**src/source/video_pkg.sv**
```systemverilog
package video_pkg;

    // ********************
    // Stream geometry
    // ********************

    localparam int unsigned PIXEL_WIDTH = 10; // One colour channel
    localparam int unsigned POS_WIDTH   = 12; // Up to 4096 x 4096 pixels

    // ********************
    // Stream types
    // ********************

    typedef struct packed {
        logic [PIXEL_WIDTH-1:0] red;
        logic [PIXEL_WIDTH-1:0] green;
        logic [PIXEL_WIDTH-1:0] blue;
    } pixel_t;

    // One pixel per clock while line_valid is high, no handshake
    typedef struct packed {
        pixel_t pixel;
        logic   line_valid;
        logic   frame_valid;
    } video_bus_t;

    typedef struct packed {
        logic [POS_WIDTH-1:0] x; // Column within the line
        logic [POS_WIDTH-1:0] y; // Row within the frame
    } pos_t;

endpackage

```
**src/source/csr_pkg.sv**
```systemverilog
package csr_pkg;

    // ********************
    // APB bus
    // ********************

    localparam int unsigned APB_ADDR_WIDTH = 4;
    localparam int unsigned APB_DATA_WIDTH = 32;

    typedef struct packed {
        logic                      psel;
        logic                      penable;
        logic                      pwrite;
        logic [APB_ADDR_WIDTH-1:0] paddr;
        logic [APB_DATA_WIDTH-1:0] pwdata;
    } apb_req_t;

    typedef struct packed {
        logic [APB_DATA_WIDTH-1:0] prdata;
        logic                      pready;
        logic                      pslverr;
    } apb_rsp_t;

    // ********************
    // Register map
    // ********************

    localparam logic [APB_ADDR_WIDTH-1:0] CTRL_ADDR     = 4'h0;
    localparam logic [APB_ADDR_WIDTH-1:0] X_WINDOW_ADDR = 4'h4;
    localparam logic [APB_ADDR_WIDTH-1:0] Y_WINDOW_ADDR = 4'h8;
    localparam logic [APB_ADDR_WIDTH-1:0] STATUS_ADDR   = 4'hC; // Read only

    localparam int unsigned CTRL_ENABLE_BIT = 0;
    // Window and status words share one layout: low field and high field
    localparam int unsigned FIELD_WIDTH     = video_pkg::POS_WIDTH;
    localparam int unsigned WIN_START_LSB   = 0;
    localparam int unsigned WIN_END_LSB     = 16;

    typedef struct packed {
        logic                   enable;
        logic [FIELD_WIDTH-1:0] x_start;
        logic [FIELD_WIDTH-1:0] x_end;   // Exclusive
        logic [FIELD_WIDTH-1:0] y_start;
        logic [FIELD_WIDTH-1:0] y_end;   // Exclusive
    } crop_cfg_t;

    typedef struct packed {
        logic [FIELD_WIDTH-1:0] line_count;
        logic [FIELD_WIDTH-1:0] last_width;
    } crop_stats_t;

endpackage

```
**src/source/crop_csr.sv**
```systemverilog
`timescale 1ns/1ps

module crop_csr (
    input  logic                 pixel_clock_in,
    input  logic                 rst,
    input  csr_pkg::apb_req_t    apb_req,
    output csr_pkg::apb_rsp_t    apb_rsp,
    output csr_pkg::crop_cfg_t   crop_cfg,
    input  csr_pkg::crop_stats_t crop_stats
);

    import csr_pkg::*;

    crop_cfg_t                 cfg_q;
    logic                      access;
    logic                      addr_valid;
    logic                      write_error;
    logic [APB_DATA_WIDTH-1:0] read_data;

    assign access = apb_req.psel && apb_req.penable; // Access phase

    // ********************
    // Address decode and read mux
    // ********************

    always_comb begin
        addr_valid = 1'b1;
        read_data  = '0;
        case (apb_req.paddr)
            CTRL_ADDR: begin
                read_data[CTRL_ENABLE_BIT] = cfg_q.enable;
            end
            X_WINDOW_ADDR: begin
                read_data[WIN_START_LSB +: FIELD_WIDTH] = cfg_q.x_start;
                read_data[WIN_END_LSB +: FIELD_WIDTH]   = cfg_q.x_end;
            end
            Y_WINDOW_ADDR: begin
                read_data[WIN_START_LSB +: FIELD_WIDTH] = cfg_q.y_start;
                read_data[WIN_END_LSB +: FIELD_WIDTH]   = cfg_q.y_end;
            end
            STATUS_ADDR: begin
                read_data[WIN_START_LSB +: FIELD_WIDTH] = crop_stats.line_count;
                read_data[WIN_END_LSB +: FIELD_WIDTH]   = crop_stats.last_width;
            end
            default: begin
                addr_valid = 1'b0;
            end
        endcase
    end

    assign write_error = apb_req.pwrite && (apb_req.paddr == STATUS_ADDR);

    // No wait states, so every access phase completes at once
    assign apb_rsp.pready  = access;
    assign apb_rsp.pslverr = access && (!addr_valid || write_error);
    assign apb_rsp.prdata  = (access && !apb_req.pwrite) ? read_data : '0;

    // ********************
    // Register writes
    // ********************

    always_ff @(posedge pixel_clock_in) begin
        if (rst) begin
            cfg_q <= '0;
        end else if (access && apb_req.pwrite && addr_valid && !write_error) begin
            case (apb_req.paddr)
                CTRL_ADDR: begin
                    cfg_q.enable <= apb_req.pwdata[CTRL_ENABLE_BIT];
                end
                X_WINDOW_ADDR: begin
                    cfg_q.x_start <= apb_req.pwdata[WIN_START_LSB +: FIELD_WIDTH];
                    cfg_q.x_end   <= apb_req.pwdata[WIN_END_LSB +: FIELD_WIDTH];
                end
                Y_WINDOW_ADDR: begin
                    cfg_q.y_start <= apb_req.pwdata[WIN_START_LSB +: FIELD_WIDTH];
                    cfg_q.y_end   <= apb_req.pwdata[WIN_END_LSB +: FIELD_WIDTH];
                end
                default: begin
                end
            endcase
        end
    end

    assign crop_cfg = cfg_q; // The window only takes effect at the next frame start

endmodule

```
**src/source/raster_counter.sv**
```systemverilog
`timescale 1ns/1ps

module raster_counter (
    input  logic                pixel_clock_in,
    input  logic                rst,
    input  video_pkg::video_bus_t video_in,
    output video_pkg::video_bus_t video,
    output video_pkg::pos_t     pos,
    output logic                frame_start
);

    import video_pkg::*;

    pixel_t               pixel_q;
    logic                 line_valid_prev;
    logic                 frame_valid_prev;
    logic [POS_WIDTH-1:0] x_count; // Column of the next incoming pixel
    logic [POS_WIDTH-1:0] y_count; // Row of the current line
    pos_t                 pos_q;
    logic                 frame_start_q;

    always_ff @(posedge pixel_clock_in) begin
        pixel_q <= video_in.pixel;
    end

    always_ff @(posedge pixel_clock_in) begin
        if (rst) begin
            line_valid_prev  <= 1'b0;
            frame_valid_prev <= 1'b0;
            frame_start_q    <= 1'b0;
            x_count          <= '0;
            y_count          <= '0;
            pos_q            <= '0;
        end else begin
            line_valid_prev  <= video_in.line_valid;
            frame_valid_prev <= video_in.frame_valid;
            frame_start_q    <= video_in.frame_valid && !frame_valid_prev;

            if (!video_in.frame_valid) begin
                // Blanking between frames
                x_count <= '0;
                y_count <= '0;
                pos_q   <= '0;
            end else begin
                pos_q <= '{x: x_count, y: y_count};
                if (video_in.line_valid) begin
                    x_count <= x_count + 1'b1;
                end else begin
                    x_count <= '0;
                    if (line_valid_prev) begin
                        y_count <= y_count + 1'b1; // Line just ended
                    end
                end
            end
        end
    end

    assign video = '{
        pixel:       pixel_q,
        line_valid:  line_valid_prev,
        frame_valid: frame_valid_prev
    };
    assign pos         = pos_q;
    assign frame_start = frame_start_q;

endmodule

```
**src/source/crop_window.sv**
```systemverilog
`timescale 1ns/1ps

module crop_window (
    input  logic                  pixel_clock_in,
    input  logic                  rst,
    input  csr_pkg::crop_cfg_t    crop_cfg,
    input  video_pkg::video_bus_t video,
    input  video_pkg::pos_t       pos,
    input  logic                  frame_start,
    output video_pkg::video_bus_t video_tagged,
    output logic                  keep
);

    import video_pkg::*;
    import csr_pkg::*;

    crop_cfg_t shadow;
    crop_cfg_t active;
    logic      x_inside;
    logic      y_inside;
    logic      keep_next;
    pixel_t    pixel_q;
    logic      line_valid_q;
    logic      frame_valid_q;
    logic      keep_q;

    // ********************
    // Window test
    // ********************

    // The first pixel of a frame can arrive together with frame_start
    assign active = frame_start ? crop_cfg : shadow;

    // Half-open ranges, so an end at or below the start keeps nothing
    assign x_inside = (pos.x >= active.x_start) && (pos.x < active.x_end);
    assign y_inside = (pos.y >= active.y_start) && (pos.y < active.y_end);

    assign keep_next = video.line_valid && (!active.enable || (x_inside && y_inside));

    // ********************
    // Pipeline register
    // ********************

    always_ff @(posedge pixel_clock_in) begin
        pixel_q <= video.pixel;
    end

    always_ff @(posedge pixel_clock_in) begin
        if (rst) begin
            shadow        <= '0;
            line_valid_q  <= 1'b0;
            frame_valid_q <= 1'b0;
            keep_q        <= 1'b0;
        end else begin
            if (frame_start) begin
                shadow <= crop_cfg; // Held for the rest of the frame
            end
            line_valid_q  <= video.line_valid;
            frame_valid_q <= video.frame_valid;
            keep_q        <= keep_next;
        end
    end

    assign video_tagged = '{
        pixel:       pixel_q,
        line_valid:  line_valid_q,
        frame_valid: frame_valid_q
    };
    assign keep = keep_q;

endmodule

```
**src/source/crop_output.sv**
```systemverilog
`timescale 1ns/1ps

module crop_output (
    input  logic                  pixel_clock_in,
    input  logic                  rst,
    input  video_pkg::video_bus_t video_tagged,
    input  logic                  keep,
    output video_pkg::video_bus_t video_out,
    output csr_pkg::crop_stats_t  crop_stats
);

    import video_pkg::*;

    pixel_t               pixel_q;
    logic                 line_valid_q;
    logic                 frame_valid_q;
    logic                 frame_end;
    logic [POS_WIDTH-1:0] run_width;  // Kept pixels in the latest non-empty line
    logic [POS_WIDTH-1:0] line_count; // Non-empty lines so far in this frame
    logic [POS_WIDTH-1:0] stat_lines;
    logic [POS_WIDTH-1:0] stat_width;

    // Falling edge of the delayed frame_valid lands on this clock edge
    assign frame_end = frame_valid_q && !video_tagged.frame_valid;

    always_ff @(posedge pixel_clock_in) begin
        pixel_q <= keep ? video_tagged.pixel : '0; // Blank colour outside the window
    end

    // ********************
    // Cropped stream and statistics
    // ********************

    always_ff @(posedge pixel_clock_in) begin
        if (rst) begin
            line_valid_q  <= 1'b0;
            frame_valid_q <= 1'b0;
            run_width     <= '0;
            line_count    <= '0;
            stat_lines    <= '0;
            stat_width    <= '0;
        end else begin
            line_valid_q  <= keep;
            frame_valid_q <= video_tagged.frame_valid;

            if (frame_end) begin
                stat_lines <= line_count;
                stat_width <= run_width;
                line_count <= '0;
                run_width  <= '0;
            end else if (keep) begin
                // Kept pixels form one run per line
                if (!line_valid_q) begin
                    line_count <= line_count + 1'b1;
                    run_width  <= POS_WIDTH'(1);
                end else begin
                    run_width <= run_width + 1'b1;
                end
            end
        end
    end

    assign video_out = '{
        pixel:       pixel_q,
        line_valid:  line_valid_q,
        frame_valid: frame_valid_q
    };
    assign crop_stats = '{line_count: stat_lines, last_width: stat_width};

endmodule

```
**src/source/camera_crop_top.sv**
```systemverilog
`timescale 1ns/1ps

module camera_crop_top (
    input  logic                  pixel_clock_in,
    input  logic                  rst,
    input  video_pkg::video_bus_t video_in,
    output video_pkg::video_bus_t video_out,
    input  csr_pkg::apb_req_t     apb_req,
    output csr_pkg::apb_rsp_t     apb_rsp
);

    import video_pkg::*;
    import csr_pkg::*;

    crop_cfg_t   crop_cfg;
    crop_stats_t crop_stats;
    video_bus_t  video_raster;
    pos_t        pos;
    logic        frame_start;
    video_bus_t  video_tagged;
    logic        keep;

    crop_csr crop_csr_inst (
        .pixel_clock_in (pixel_clock_in),
        .rst            (rst),
        .apb_req        (apb_req),
        .apb_rsp        (apb_rsp),
        .crop_cfg       (crop_cfg),
        .crop_stats     (crop_stats)
    );

    // ********************
    // Pixel pipeline, one register per stage
    // ********************

    raster_counter raster_counter_inst (
        .pixel_clock_in (pixel_clock_in),
        .rst            (rst),
        .video_in       (video_in),
        .video          (video_raster),
        .pos            (pos),
        .frame_start    (frame_start)
    );

    crop_window crop_window_inst (
        .pixel_clock_in (pixel_clock_in),
        .rst            (rst),
        .crop_cfg       (crop_cfg),
        .video          (video_raster),
        .pos            (pos),
        .frame_start    (frame_start),
        .video_tagged   (video_tagged),
        .keep           (keep)
    );

    crop_output crop_output_inst (
        .pixel_clock_in (pixel_clock_in),
        .rst            (rst),
        .video_tagged   (video_tagged),
        .keep           (keep),
        .video_out      (video_out),
        .crop_stats     (crop_stats)
    );

endmodule

```
**config.mk**
```make
export PLATFORM = sky130hd
export DESIGN_NAME = camera_crop_top
export DESIGN_NICKNAME = d
export VERILOG_FILES = /design/src/source/video_pkg.sv /design/src/source/csr_pkg.sv /design/src/source/crop_csr.sv /design/src/source/raster_counter.sv /design/src/source/crop_window.sv /design/src/source/crop_output.sv /design/src/source/camera_crop_top.sv
export SDC_FILE = /design/constraint.sdc
export NUM_CORES = 1
export LEC_CHECK = 0
export BUFFER_PORTS_ARGS = -buffer_cell sky130_fd_sc_hd__buf_2
export CORE_AREA = 5 5 175 177
export CTS_BUF_LIST = sky130_fd_sc_hd__clkbuf_8 sky130_fd_sc_hd__clkbuf_16
export CTS_CLUSTER_DIAMETER = 200
export DETAILED_ROUTE_END_ITERATION = 10
export DIE_AREA = 0 0 180 182
export GPL_TIMING_DRIVEN = 0
export PLACE_DENSITY = 0.61
export SYNTH_ARGS = -nofsm -noshare
export SYNTH_HDL_FRONTEND = slang
export SYNTH_HIERARCHICAL = 1
export SYNTH_SLANG_ARGS = --single-unit
```
**constraint.sdc**
```tcl
create_clock -name pixel_clock_in -period 6.82 [get_ports pixel_clock_in]
set_input_delay 0.341 -clock pixel_clock_in [delete_from_list [all_inputs] [get_ports pixel_clock_in]]
set_output_delay 0.341 -clock pixel_clock_in [all_outputs]
set_load 0.01 [all_outputs]
```
; ---- Word-level counts from Yosys, hierarchy flattened
; Index checks and enable logic that the tools add are counted.
[word_totals]
register_bits = 291
in_bits = 73
out_inout_bits = 66
word_cells = 86
[op_classes]
add_sub_neg = 4
magnitude_cmp = 4
eq_ne = 3
n_mux = 7
bitwise_logic = 3
n_reduce_logical = 31
[op_table]
columns = cell, n
row1 = $mux W49, 1
row2 = $add A12 B1 Y12 const B, 4
row3 = $pmux W12 S3, 1
row4 = $pmux W11 S3, 1
row5 = $mux W28, 1
row6 = $ge A12 B12 Y1, 2
row7 = $lt A12 B12 Y1, 2
row8 = $logic_and A1 B1 Y1, 13
row9 = $mux W12, 1
row10 = $reduce_and A2 Y1, 5
row11 = $eq A4 B4 Y1 const B, 2
row12 = $logic_not A1 Y1, 6
row13 = $eq A4 B3 Y1 const B, 1
row14 = $logic_not A4 Y1, 1
row15 = $pmux W1 S4, 1
row16 = $reduce_or A2 Y1, 2
row17 = $reduce_or A4 Y1, 1
row18 = $not A1 Y1, 3
row19 = $reduce_or A3 Y1, 1
row20 = $logic_or A1 B1 Y1, 2
row21 = $mux W1, 1

; ---- Longest topological paths before layout
[logic_depth]
ltp_word = 6
ltp_mapped = 11
mapped_depth_nobuf = 8

; ---- Hierarchy
; Netlist, hierarchy kept.
[modules_own_cells]
columns = module, instances, cells_each, area_per_inst_um2, seq_area_each_um2
row1 = crop_window, 1, 307, 3358.2, 1641.6
row2 = crop_csr, 1, 318, 2852.7, 980.9
row3 = crop_output, 1, 302, 2827.7, 1601.5
row4 = raster_counter, 1, 207, 2377.3, 1621.6

; ---- Least setup slack after synthesis
; OpenSTA, ideal clock, no wires.
[synth_path]
kind = reg2reg
start = register raster_counter_inst.frame_start_q, in the netlist raster_counter_inst/frame_start
end = register crop_window_inst.keep_q, in the netlist crop_window_inst/keep
setup_ns = 0.087
arrival_time_ns = 2.730
t_required_ns = 6.733
setup_slack_ns = 4.003
path_stages_with_launch = 11
n_path_buf = 3
synth_period_minus_slack_ns = 2.817
cell_sequence = dfxtp_1 buf_4 clkbuf_1 buf_2 mux2i_1 ha_1 or4_1 nand4_1 a31oi_1 or4_1 o31ai_1
[synth_via]
elab_chain_cells = 6
elab_cells_between_ends = 11
cone_classes = order compare (4) / mux (1) / reduce/logical (6)
[synth_rtl]
columns = element, line
row1 = from (decl), raster_counter.sv:20  ; logic frame_start_q;
row2 = from (signal assigned), raster_counter.sv:37  ; frame_start_q <= video_in.frame_valid && !frame_valid_prev;
row3 = $mux W49 (*), -
row4 = "$ge A12 B12 Y1, or another cell as far along", crop_window.sv:35  ; assign x_inside = (pos.x >= active.x_start) && (pos.x < active.x_end);
row5 = "$logic_and A1 B1 Y1, on equally long branches", "crop_window.sv:35, crop_window.sv:36"
row6 = $logic_and A1 B1 Y1, crop_window.sv:38  ; assign keep_next = video.line_valid && (!active.enable || (x_inside && y_inside));
row7 = $logic_or A1 B1 Y1 (*), crop_window.sv:38
row8 = $logic_and A1 B1 Y1 (*), crop_window.sv:38
row9 = to (signal assigned), crop_window.sv:60  ; keep_q <= keep_next;
row10 = to (decl), crop_window.sv:25  ; logic keep_q;
; Mark *: on every way between the ends. The rest lies on a longest branch, timed or not.
; A chain may end at the register's enable or synchronous reset.

; ---- Worst setup path after layout
; Same ends and word-level chain as after synthesis.

==> summary.txt <==
Status
  • Status: finished, final reports clean

Drt
  • Routed vias: 8513
  • Detailed-route wire length: 29100 um
  • DRT Pass-1 Iters: 5
  • Routed Antenna Nets: 0
  • Routed vias/inst: roughly 4.9
  • WL per Instance: 16.7 um
  • Final routed DRC violation total: 0
  • Iteration-0 DRC Markers: 444

Power
  • Clk network pwr share: 0.484
  • Switching share of power: 0.208
  • PwrDens: 263 nW/um2
  • Internal power: 2.90 mW
  • Reg power frac: 0.475
  • Switching pwr: 0.760 mW
  • Logic gate share of total power: 0.041
  • Peak VDD IR: 0.185 mV
  • LEAKAGE: around 5.7 nW

Clock network
  • # hold bufs at CTS: 30
  • H-Tree Depth: 1
  • Reg clk slew, reported paths: 0.06 ns
  • Postcts setup bufs: 0
  • CTS sink cnt: 291
  • CTS tree: done
  • Post-cts sizing count: 0
  • CTS Buffer Depth: 3
  • Root Buffer: clkbuf_16
  • Worst-skew pair later-pin latency: 0.55 ns
  • TritonCTS buffer count: 31

Finish
  • Multi-input gate area: 5150 um2
  • Fill cell count: about 2700
  • Non-Filler Instances: around 1700
  • Fraction of layout cells with a size suffix above 1: 0.173
  • Area growth, synth to finish: 22.1%
  • Ant diodes: 0
  • Reg area: 5830 um2
  • Final nets: 1447

STA
  • Final min period: 3.62 ns
  • Setup TNS: 0 ns
  • Max Clock Skew: 0.0101 ns
  • Final count of pins violating max slew: 0
  • Max Fclk: 276 MHz
  • Period utilization: 0.530
  • Slew HR: 0.563
  • Final Hold Viols: 0
  • Worst-Margin Slew: 0.655 ns
  • Final setup fails: 0
  • RSZ-0062 raised after global routing: no

Critical path
  • Crit path capture type: register
  • Worst Path Required: 7.24 ns
  • Max FO, Critical Path: 10
  • Critical path class: reg2reg
  • Critical Path AT: slightly above 4 ns
  • FF-to-FF setup slack: 3.20 ns
  • CP Launch Type: register

Synth
  • Syn Inst Count: 1132
  • Syn avg cell area: 10.1 um2
  • Synth warn: 6
  • Netlist Area Pre-Place: 11400 um2

Placement
  • I/O Buffers: 122
  • Post-DP HPWL: 22400 um
  • GP Congestion: ~0.89
  • Placed cells: roughly 1700

Global route
  • Grt ovf: 0
  • Initial antenna violation count: 0
  • Largest net degree at the start of global routing: 16
  • First-pass GRT wire length: between 40000 and 50000 um
  • GRT Total Usage: 0.173
  • Number of global-route vias before repair: 8171

Floorplanning
  • Initial core utilization: 0.392
  • Die Height: around 180 um
  • Chip Width: 180 um
  • IO Pins: between 100 and 150
  • Placeable Area: 29100 um2
  • # rows: 63
  • Die area: 32800 um2

Worst hold path
  • Hold WC Path Type: in2reg

Run
  • Maxcap violations: 0
metal layers:
layer	track usage	vias up	routed length, um
met5	0	-	0
met4	0.0433	0	608
met3	0.0274	44	1410
met2	0.288	195	13600
met1	0.235	4023	13400
li1	-	4251	-
area by class of cell:
type	instances	share of cell area
clock buffer	32	0.0568
multi-input combinational	760	0.370
sequential	291	0.419
inverter	16	0.00432
timing repair buffer	152	0.0655
tap	390	0.0351
clock inverter	25	0.0221
buffer	72	0.0273
worst max-delay path: stages, from the launching register on:
cell and delay [ns]:
dfxtp_1 0.30, buf_4 0.13, clkbuf_1 0.51, buf_2 0.44
mux2i_1 0.23, ha_1 0.24, or4_1 0.51, nand4_1 0.12
a31oi_1 0.08, or4_1 0.58, o31ai_1 0.34
per-stage QoR:
stage | util | instance area, um2 | hold slack (ns) | power (mW) | setup WS, ns
final | 0.478 | 13900 | 0.0944 | 3.66 | 3.20
after global routing | 0.478 | 13900 | 0.0930 | 3.79 | 2.98
after CTS | 0.478 | 13900 | 0.0730 | 3.70 | 3.13
after detailed placement | 0.430 | 12500 | 0.312 | 1.91 | 3.13
after global placement | 0.430 | 12500 | 0.310 | 1.91 | 3.20
after floorplan | - | 11400 | 0.310 | 1.85 | 4.00
placed cells by master, fill, tap and decap left out, types with 11 or more instances in the layout:
cell,n
or4_1,11
buf_2,132
clkbuf_1,36
and2_1,49
nand2_1,79
nand2b_1,81
mux2_2,19
nand3_1,18
inv_1,24
dlygate4sd3_1,30
o21ai_0,33
buf_4,18
nor2b_1,30
a211oi_1,13
nand4_1,14
ha_1,50
nor2_1,92
clkbuf_16,31
mux2i_1,105
dfxtp_1,291
a21oi_1,67
registers in the layout, summed over array words and instances (netlist names), 24 cells and up:
register and cells:
crop_csr_inst/crop_cfg 49, crop_output_inst/video_out 30, crop_window_inst/shadow 49, crop_window_inst/video_tagged 30
raster_counter_inst/pos 24, raster_counter_inst/video 30
power groups by stage:
stage	combinational (mW)	clock, mW	sequential, mW
final	0.150	1.77	1.74
after global routing	0.163	1.88	1.74
after CTS	0.150	1.81	1.74
after detailed placement	0.136	0	1.78
after global placement	0.134	0	1.77
after floorplan	0.0796	0	1.77
final timing paths:
kind / startpoint / cells past startpoint / to
setup / recovery: raster_counter_inst/frame_start / 10 / crop_window_inst/keep
hold / removal: video_in[1] / 2 / raster_counter_inst/line_valid_prev
setup reg to reg: raster_counter_inst/frame_start / 10 / crop_window_inst/keep
hold reg to reg: raster_counter_inst/video[10] / 0 / crop_window_inst/video_tagged[10]
No activity file was read; power rests on OpenSTA's default activity.
